===== src/router_params.svh =====
`ifndef ROUTER_PARAMS_SVH
`define ROUTER_PARAMS_SVH

////////////////////
// router sizing

// bits per flit
`define ROUTER_FLIT_W 16

// input and output ports
`define ROUTER_NUM_PORTS 2

// entries per input queue
// keep this a power of two
`define ROUTER_QUEUE_DEPTH 4

`endif

===== src/router_pkg.sv =====
`include "router_params.svh"

package router_pkg;

    ////////////////////
    // flit layout

    // single-flit packet
    // dest sits in the top bit
    typedef struct packed {
        // output port number
        logic                      dest;
        // sending input port
        logic                      src;
        // per-input sequence tag
        logic [5:0]                seq;
        // whatever is left of the flit
        logic [`ROUTER_FLIT_W-9:0] payload;
    } flit_t;

    ////////////////////
    // crossbar select

    // one bit per input, one-hot
    // all zero means nothing this cycle
    typedef logic [`ROUTER_NUM_PORTS-1:0] port_sel_t;

endpackage


===== src/crossbar.sv =====
`timescale 1ns/10ps

`include "router_params.svh"

module crossbar (
    input  logic                         clk,
    input  logic                         rst_n,
    input  router_pkg::flit_t            in_flit [`ROUTER_NUM_PORTS],
    input  router_pkg::port_sel_t        sel [`ROUTER_NUM_PORTS],
    output logic [`ROUTER_NUM_PORTS-1:0] out_valid,
    output router_pkg::flit_t            out_flit [`ROUTER_NUM_PORTS]
);

    import router_pkg::*;

    localparam int n = `ROUTER_NUM_PORTS;

    ////////////////////
    // select decode

    // one-hot select matched an input
    logic [n-1:0] hit;
    // flit picked for each output
    flit_t        pick [n];

    always_comb
    begin
        for (int o = 0; o < n; o++)
        begin
            hit[o]  = 1'b0;
            pick[o] = '0;
            // exact one-hot match only
            // zero or multi-hot selects leave hit low
            for (int i = 0; i < n; i++)
            begin
                if (sel[o] == port_sel_t'(1 << i))
                begin
                    hit[o]  = 1'b1;
                    pick[o] = in_flit[i];
                end
            end
        end
    end

    ////////////////////
    // output registers

    // valid for one cycle per delivered flit
    always_ff @(posedge clk)
    begin
        if (!rst_n)
            out_valid <= '0;
        else
            out_valid <= hit;
    end

    // data holds until the next delivery on that output
    always_ff @(posedge clk)
    begin
        for (int o = 0; o < n; o++)
        begin
            if (hit[o])
                out_flit[o] <= pick[o];
        end
    end

endmodule


===== config.mk =====
export PLATFORM = sky130hd
export DESIGN_NAME = crossbar
export DESIGN_NICKNAME = d
export VERILOG_FILES = /design/src/router_pkg.sv /design/src/crossbar.sv
export VERILOG_INCLUDE_DIRS = /design/src
export SDC_FILE = /design/constraint.sdc
export NUM_CORES = 1
export LEC_CHECK = 0
export ABC_CLOCK_PERIOD_IN_PS = 1100
export BUFFER_PORTS_ARGS = -buffer_cell sky130_fd_sc_hd__buf_2
export CAP_MARGIN = 20
export CORE_ASPECT_RATIO = 1.2
export CORE_MARGIN = 8
export CORE_UTILIZATION = 41
export CTS_CLUSTER_SIZE = 24
export DETAILED_ROUTE_END_ITERATION = 10
export GPL_TIMING_DRIVEN = 0
export HOLD_SLACK_MARGIN = 0.08
export PLACE_DENSITY_LB_ADDON = 0.3
export SYNTH_ARGS = -nofsm -noshare
export SYNTH_HDL_FRONTEND = slang
export SYNTH_SLANG_ARGS = --single-unit

===== constraint.sdc =====
create_clock -name clk -period 1.1 [get_ports clk]
set_input_delay 0.11 -clock clk [delete_from_list [all_inputs] [get_ports clk]]
set_output_delay 0.11 -clock clk [all_outputs]
set_load 0.01 [all_outputs]

==> results.sh <==
export IMPL_status="finished clean"
export IMPL_vias=1253
export IMPL_yosys_top_cells_count="nand2_1 (34), edfxtp_1 (32), o21ai_0 (16)"
export IMPL_maxCapViolCount=0
export IMPL_synth_area_sq_mm=0.00151
export IMPL_post_cts_buffers=0
export IMPL_cts_buffer_depth=2
export IMPL_io_pins=72
export IMPL_min_path_type="in2reg"
export IMPL_yosysMostFrequentCell="nand2_1"
export IMPL_grt_max_degree=17
export IMPL_synth_simple_gate_area_share=0.102
export IMPL_required_ns=1.01
export IMPL_synth_adder_area_share=0.0331
export IMPL_setup_viol_count_final=0
export IMPL_fin_tns_setup_ns=0
export IMPL_ys_types=16
export IMPL_postRouteAntennaNets=0
export IMPL_cp_slowest_cell="clkinvlp_4"
export IMPL_hold_path_end="out_flit[10]"
export IMPL_utilization=0.563
export IMPL_synth_top_family_by_area="compound AO/OA/AOI/OAI gates"
export IMPL_drc_errors=0
export IMPL_worstHoldStart="in_flit[10]"
export IMPL_min_path_cells=3
export IMPL_antenna_cells=0
export IMPL_avgSynthCellArea_sq_um=12.5
export IMPL_drt_pass1_iter_count=4
export IMPL_fp_dieArea_sq_mm=0.00589
export IMPL_crit_type="in2reg"
export IMPL_slowest_delay_ns=0.37
export IMPL_synth_edf_count=32
export IMPL_period_share=0.946
export IMPL_clk_pin_slew_ns=0.07
export IMPL_fillers=323
export IMPL_cts_tree="done"
export IMPL_row_count=24
export IMPL_rsz0062_at_grt="no"
export IMPL_startpoint_type="input port"
export IMPL_worst_pin_slew_ns=0.422
export IMPL_synthFlopType="edfxtp_1"
export IMPL_via_per_inst=5.22
export IMPL_drt_iter0_drc=95
export IMPL_synthMuxAreaShare=0
export IMPL_nets=242
export IMPL_syn_num_nets=163
export IMPL_floorplan_die_height_um=82.5
export IMPL_hpwl_um=3060
export IMPL_worst_path_dominant_cell_family="buffers and inverters"
export IMPL_start_util=0.423
export IMPL_layout_min_cycle_time_ns=1.04
export IMPL_place_inst=231
export IMPL_synth_compound_gate_area_share=0.152
export IMPL_max_slew_margin=0.719
export IMPL_synth_xor_area_share=0
export IMPL_cts_buffers=5
export IMPL_ys_warn_count=0
export IMPL_p_leak_nw=0.881
export IMPL_grt_pass1_vias=1341
export IMPL_clkSinkCount=34
export IMPL_htreeDepth=2
export IMPL_yosysSeqAreaShare=0.663
export IMPL_ir_drop_mv=0.771
export IMPL_finalHoldViolCount=0
export IMPL_antenna_found_initial=0
export IMPL_yosys_top_cells_area="edfxtp_1 (64%), nand2_1 (8.5%), a22o_2 (6.6%)"
export IMPL_die_width_um=71.4
export IMPL_crit_buf_inv=3
export IMPL_power_density_mw_per_mm2=1540
export IMPL_yosysTopAreaCell="edfxtp_1"
export IMPL_instances_no_fill=240
export IMPL_gp_congestion=0.753
export IMPL_drive_gt1_frac=0.483
export IMPL_wire_per_inst_um=17.3
export IMPL_netlist_area_leader_share=0.636
export IMPL_fp_coreArea_sq_mm=0.00357
export IMPL_cts_resized=0
export IMPL_synth_seq_cells=34
export IMPL_slew_violations=0
export IMPL_wl_um=4150
export IMPL_grt_use_total=0.140
export IMPL_synthArstFlopShare=0
export IMPL_io_buffers=71
export IMPL_synthCells=121
export IMPL_crit_chain="buf_2 -> inv_1 -> ha_1 -> clkinvlp_4"
export IMPL_arrival_ns=0.95
export IMPL_fmax_mhz=961
export IMPL_areaGrowthSynthToFinish_pct=33.3
export IMPL_grt_ovfl_total=0
export IMPL_grt_pass1_wl_um=6200
export IMPL_cts_hold_buf=1
export IMPL_crit_fanout=16
export IMPL_endpoint_kind="flop"
export IMPL_clock_tree_root_cell="clkbuf_8"
[layout make-up]
type	count	area, sq um	share of cell area
Sequential cell	34	1000	0.497
Timing Repair Buffer	72	365	0.181
Multi-Input combinational cell	73	433	0.215
Inverter	6	30.0	0.0149
Tap cell	39	48.8	0.0242
Clock buffer	6	72.6	0.0360
Clock inverter	2	8.76	0.00435
Buffer	8	53.8	0.0267
[layer usage]
layer,track usage,vias to the layer above,routed length [um]
li1,-,589,-
met1,0.139,592,1600
met2,0.251,65,2090
met3,0.0652,7,401
met4,0.0542,0,61
met5,0,-,0
[per-stage QoR]
step | setup WS [ns] | power (mW) | hold slack (ns) | cell area [sq um]
after floorplan | 0.0102 | 1.96 | 0.238 | 1520
after detailed placement | -0.239 | 2.27 | 0.346 | 1920
after CTS | 0.0572 | 3.13 | 0.121 | 2010
final | 0.0599 | 3.11 | 0.129 | 2010
after global routing | 0.00140 | 3.25 | 0.123 | 2010
after global placement | -0.196 | 2.25 | 0.338 | 1920
[power by group]
part	switching (mW)	internal, mW
sequential	0.0451	1.62
combinational	0.338	0.239
clock	0.433	0.435
[state kept, by name, indices dropped and copies added (netlist names)]
name,flops
out_valid,2
out_flit,32
[worst max-delay path by stage]
stage                 from            to  slack, ns  depth (start not counted)
floorplan           sel[2]  out_flit[22]       0.01                          5
global placement    sel[2]  out_flit[24]      -0.20                          4
detailed placement  sel[0]  out_flit[13]      -0.24                          4
CTS                 sel[0]  out_flit[15]       0.06                          4
global route        sel[0]   out_flit[9]      0.001                          5
finish              sel[0]  out_flit[14]       0.06                          4
[logic make-up (layout without fill, tap and decap cells)]
group,after synthesis,in the layout
AND/OR/NAND/NOR,37,37
buffers and inverters,14,94
adder cells (fa/ha/maj),4,4
flip-flops,34,34
AO/OA/AOI/OAI,32,32
[tightest hold or removal path, delay by kind of cell]
kind            cells  cell delay, ns
compound gates      1            0.06
simple gates        1            0.04
buf+inv             1            0.09
[cells in the final DEF, fill, tap and decap left out, drive strengths merged]
cell type,Yosys,routed
a22o,15,15
buf,6,77
clkbuf,2,8
clkinv,0,2
clkinvlp,0,2
dfxtp,2,2
dlygate4sd3,0,1
edfxtp,32,32
ha,4,4
inv,6,4
nand2,34,34
nor2b,3,3
o21ai,17,17
Note: power is estimated with default switching activity, not from simulation.
