### src/router_params.svh
`ifndef ROUTER_PARAMS_SVH
`define ROUTER_PARAMS_SVH

////////////////////
// router sizing

// bits per flit
`define ROUTER_FLIT_W 16

// input and output ports
`define ROUTER_NUM_PORTS 2

// entries per input queue
// keep this a power of two
`define ROUTER_QUEUE_DEPTH 4

`endif
### src/router_pkg.sv
`include "router_params.svh"

package router_pkg;

    ////////////////////
    // flit layout

    // single-flit packet
    // dest sits in the top bit
    typedef struct packed {
        // output port number
        logic                      dest;
        // sending input port
        logic                      src;
        // per-input sequence tag
        logic [5:0]                seq;
        // whatever is left of the flit
        logic [`ROUTER_FLIT_W-9:0] payload;
    } flit_t;

    ////////////////////
    // crossbar select

    // one bit per input, one-hot
    // all zero means nothing this cycle
    typedef logic [`ROUTER_NUM_PORTS-1:0] port_sel_t;

endpackage

### src/input_queue.sv
`timescale 1ns/10ps

`include "router_params.svh"

module input_queue #(
    parameter int depth = `ROUTER_QUEUE_DEPTH
) (
    input  logic              clk,
    input  logic              rst_n,
    input  logic              in_valid,
    input  router_pkg::flit_t in_flit,
    input  logic              grant,
    output logic              head_valid,
    output router_pkg::flit_t head_flit,
    output logic              drop
);

    import router_pkg::*;

    // at least one pointer bit so a depth of 1 still builds
    localparam int ptr_w = (depth > 1) ? $clog2(depth) : 1;
    // count has to reach depth itself
    localparam int cnt_w = $clog2(depth + 1);

    ////////////////////
    // storage and state

    flit_t            mem [depth];
    logic [ptr_w-1:0] wr_ptr;
    logic [ptr_w-1:0] rd_ptr;
    logic [cnt_w-1:0] count;

    logic full;
    logic push;
    logic pop;

    // wrap at depth-1
    function automatic logic [ptr_w-1:0] next_ptr(input logic [ptr_w-1:0] ptr);
        if (ptr == ptr_w'(depth - 1))
            return '0;
        return ptr + 1'b1;
    endfunction

    ////////////////////
    // flags

    assign full = (count == cnt_w'(depth));

    // grant only counts when there is a head to take
    assign pop = grant && head_valid;

    // a pop frees its slot in the same edge
    // so a full queue still takes the new flit
    assign push = in_valid && (!full || pop);

    // oldest entry, visible right after the write edge
    assign head_valid = (count != '0);
    assign head_flit  = mem[rd_ptr];

    ////////////////////
    // pointers and count

    always_ff @(posedge clk)
    begin
        if (!rst_n)
        begin
            wr_ptr <= '0;
            rd_ptr <= '0;
            count  <= '0;
            drop   <= 1'b0;
        end
        else
        begin
            if (push)
                wr_ptr <= next_ptr(wr_ptr);
            if (pop)
                rd_ptr <= next_ptr(rd_ptr);
            case ({push, pop})
                2'b10:   count <= count + 1'b1;
                2'b01:   count <= count - 1'b1;
                default: count <= count;
            endcase
            // strobe seen but no room, flit is lost
            drop <= in_valid && !push;
        end
    end

    // flit storage
    always_ff @(posedge clk)
    begin
        if (push)
            mem[wr_ptr] <= in_flit;
    end

endmodule

### config.mk
export PLATFORM = sky130hd
export DESIGN_NAME = input_queue
export DESIGN_NICKNAME = d
export VERILOG_FILES = /design/src/router_pkg.sv /design/src/input_queue.sv
export VERILOG_INCLUDE_DIRS = /design/src
export SDC_FILE = /design/constraint.sdc
export NUM_CORES = 1
export LEC_CHECK = 0
export BUFFER_PORTS_ARGS = -buffer_cell sky130_fd_sc_hd__buf_4
export CORE_ASPECT_RATIO = 0.8
export CORE_MARGIN = 10
export CORE_UTILIZATION = 55
export DETAILED_ROUTE_END_ITERATION = 7
export PLACE_DENSITY = 0.84
export SLEW_MARGIN = 40
export SYNTH_ARGS = -nofsm -noshare
export SYNTH_HDL_FRONTEND = slang
export SYNTH_SLANG_ARGS = --single-unit
### constraint.sdc
create_clock -name clk -period 2 [get_ports clk]
set_input_delay 0.2 -clock clk [delete_from_list [all_inputs] [get_ports clk]]
set_output_delay 0.2 -clock clk [all_outputs]
set_load 0.02 [all_outputs]
==> Flow_metrics.wiki <==
{| class="wikitable"
! Metric !! Value
|-
| Result of the run || finished clean
|-
| Overflow left after global routing || 0
|-
| Via count of the first global-routing pass || 1631
|-
| Final-layout setup total negative slack || 0 ps
|-
| Count of final hold-check violations || 0
|-
| IR drop worst, VDD || 0.0005907 V
|-
| Sequential fraction of the synthesis area || 73.26%
|-
| Global-route wire length before repair || 8.832 mm
|-
| Leak pwr || 1.218 nW
|-
| Count of flip-flops with a built-in enable after synthesis || 64
|-
| Worst hold path startpoint || in_flit[12]
|-
| RR Endpoint || mem[3][15]$_DFFE_PP_
|-
| Final period demand of the worst path || 1894 ps
|-
| Initial standard-cell utilization of the core || 57.19%
|-
| Worst relative slew slack || 45.51%
|-
| Final worst clock skew || 4.354 ps
|-
| Cell area after layout || 3458 sq um
|-
| Layout cell share with drive strength beyond 1 || 39.30%
|-
| Worst Tran Pin Value || 817.4 ps
|-
| Worst setup SP type || register
|-
| Min-Delay Path Class || input pin to register
|-
| Dominant synthesized flop cell || sky130_fd_sc_hd__edfxtp_1
|-
| Count of cells resized by post-cts repair || 0
|-
| Type of the setup path with the least slack || register to register
|-
| Routed wire length || 5.580 mm
|-
| Endpoint of the worst hold-timing path || mem[3][12]$_DFFE_PP_
|-
| Number of rows in the core area || 23
|-
| R2r startpoint || count[0]$_SDFFE_PN0P_
|-
| Share of the cycle needed by the critical path after routing || 94.68%
|-
| 1st-iter DRT viols || 122
|-
| Drt via density || 5.669
|-
| Count of nets left with antenna violations after detail routing || 0
|-
| Kind of capture point of the worst setup path || register
|-
| Buffer cell driving the clock tree root || sky130_fd_sc_hd__clkbuf_8
|-
| Post-synth cell types || 31
|-
| Synth Net Count || 177
|-
| Maximum number of pins on one net before global-route repair || 17
|-
| Final Instance Count excl. Fillers || 263
|-
| Area of the die || 8587 sq um
|-
| Core outline area || 5065 sq um
|-
| Sink Count || 74
|-
| Number of port buffers || 37
|-
| Buffer depth of the longest clock path || 2
|-
| Overall global routing resource usage || 13.77%
|-
| Largest driver fanout on the critical path || 16
|-
| Post-synth design cell area || 2897 sq um
|-
| Clock-pin slew on the worst setup and hold paths || 70 ps
|-
| DRC Markers || 0
|-
| CTS Hold Bufs || 0
|-
| Hold Path Cell Cnt || 1
|-
| Register Area || 2122 sq um
|-
| Height of the chip || 84.91 um
|-
| Post-CTS setup buffer count || 0
|-
| Final Net Count || 223
|-
| Required time reported for the critical path endpoint || 1970 ps
|-
| Number of buffers created by CTS || 9
|-
| Dpl cells || 248
|-
| Number of antenna violations at the first check in global routing || 0
|-
| Total vias in the final route || 1491
|-
| Ports placed on the boundary || 38
|-
| CTS tree || built
|-
| Arrival @ worst endpoint || 1860 ps
|-
| Router iterations before antenna repair || 4
|-
| Total of warnings raised by yosys || 0
|-
| Total placed instance area || 3249 sq um
|-
| Drt wl/cell || 21.22 um
|-
| Maximum clock frequency || 528.1 MHz
|-
| Number of storage elements in the synthesis netlist || 74
|-
| Mapped Avg Cell Area || 19.18 sq um
|-
| Cell depth of the worst flop-to-flop path || 3
|-
| FILL cells || 320
|-
| Routability congestion estimate from global placement || 0.7088
|-
| Setup-failing EPs final || 0
|-
| Detailed-placement wirelength estimate || 3.714 mm
|-
| Clock latency reported for the late side of the worst-skew pair || 340 ps
|-
| Final Max Slew Viols || 0
|-
| Area added between synthesis and finish || 19.40%
|-
| Multi-input logic area || 710.7 sq um
|-
| RSZ-0062 raised after global routing || false
|-
| Number of instances in the synthesized netlist || 151
|-
| Async SR Flop Fraction || 0%
|-
| Number of inserted diodes || 0
|-
| Max H-tree Level || 3
|-
| Pwr dens || 1042 nW/um^2
|-
| Worst reg-to-reg setup slack || 110 ps
|-
| Count of maximum capacitance violations || 0
|-
| Die extent in x || 101.1 um
|}
## registers in the layout, indices dropped and copies added (netlist names), named ones only
name / count
mem: 64
rd_ptr: 2
drop: 1
wr_ptr: 2
count: 3
## where the power goes
group / internal (W) / total, W / switching [W]
registers: 0.00176 / 0.00181 / 0.0000467
logic: 0.000278 / 0.000588 / 0.000310
clock network: 0.000688 / 0.00120 / 0.000515
## synthesized netlist by cell type (all sizes together), types with 2 or more instances
cell type	count	share of area [%]
buf	7	1.4
ha	5	2.2
nand3	3	0.52
and2	4	0.86
dfxtp	10	6.9
nand2	2	0.26
o21ai	3	0.52
inv	7	0.91
or3	3	0.65
o211ai	2	0.52
mux4	16	12
nand3b	2	0.52
edfxtp	64	66
a21oi	5	0.86
nor2	4	0.52
## layout make-up
cell class,instances,share of cell area (%)
multi-input cells,63,20.55
flip-flops and latches,74,61.36
repair buffers,42,9.117
clock buffers,9,3.582
clock inverters,6,2.388
inverters,7,0.7598
well taps,62,2.243
## cell usage in the layout, fill, tap and decap left out, types with 2 or more instances in the layout
master and n:
sky130_fd_sc_hd__dfxtp_1 10, sky130_fd_sc_hd__a21oi_1 5, sky130_fd_sc_hd__nand3b_1 2, sky130_fd_sc_hd__mux4_2 16, sky130_fd_sc_hd__ha_1 5, sky130_fd_sc_hd__o211ai_1 2, sky130_fd_sc_hd__edfxtp_1 64, sky130_fd_sc_hd__nor2_1 4
sky130_fd_sc_hd__clkinv_2 3, sky130_fd_sc_hd__nand2_1 2, sky130_fd_sc_hd__clkbuf_8 9, sky130_fd_sc_hd__and2_2 2, sky130_fd_sc_hd__buf_4 42, sky130_fd_sc_hd__o21ai_0 3, sky130_fd_sc_hd__and2_1 2, sky130_fd_sc_hd__or3_1 3
sky130_fd_sc_hd__nand3_1 3, sky130_fd_sc_hd__bufinv_16 2, sky130_fd_sc_hd__inv_1 7
## stage by stage
stage	util [%]	hold slack, ps	worst slack, ps	power (W)
5_1_grt	68.28	29.66	9.198	0.003751
2_1_floorplan	-	298.9	209.6	0.002203
6_report	68.28	58.34	106.5	0.003603
3_3_place_gp	64.16	401.4	260.8	0.002398
4_1_cts	68.23	37.42	20.45	0.003634
3_5_place_dp	64.16	404.4	100.2	0.002436
## worst max path at each step
stage	from	end	slack (ps)	cells after the start
global placement	count[0]$_SDFFE_PN0P_	mem[1][7]$_DFFE_PP_	260	3
floorplan	count[0]$_SDFFE_PN0P_	count[2]$_SDFFE_PN0P_	210	7
CTS	count[0]$_SDFFE_PN0P_	mem[1][15]$_DFFE_PP_	20	3
finish	count[0]$_SDFFE_PN0P_	mem[3][15]$_DFFE_PP_	110	3
global route	count[0]$_SDFFE_PN0P_	mem[2][13]$_DFFE_PP_	9	3
detailed placement	count[0]$_SDFFE_PN0P_	mem[1][8]$_DFFE_PP_	100	3
## worst max-delay path, cell delays in order (launching register included)
cell	delay, ps
sky130_fd_sc_hd__dfxtp_1	510
sky130_fd_sc_hd__nor4b_2	110
sky130_fd_sc_hd__nor2_1	200
sky130_fd_sc_hd__and2_1	700
## layer usage
metal | wire length, um | vias up | global-route usage [%]
li1 | - | 687 | -
met1 | 2180 | 736 | 15.16
met2 | 2828 | 60 | 22.41
met4 | 87 | 0 | 5.183
met3 | 482 | 8 | 6.807
met5 | 0 | - | 0
## cell families after synthesis
kind of cell	synth area share [%]
compound gates	3.456
xor+xnor	0.6049
fa+ha+maj	2.851
buf+inv	2.289
flops	73.26
mux	12.79
simple gates	4.752
Power figures use the tool's default switching activity.
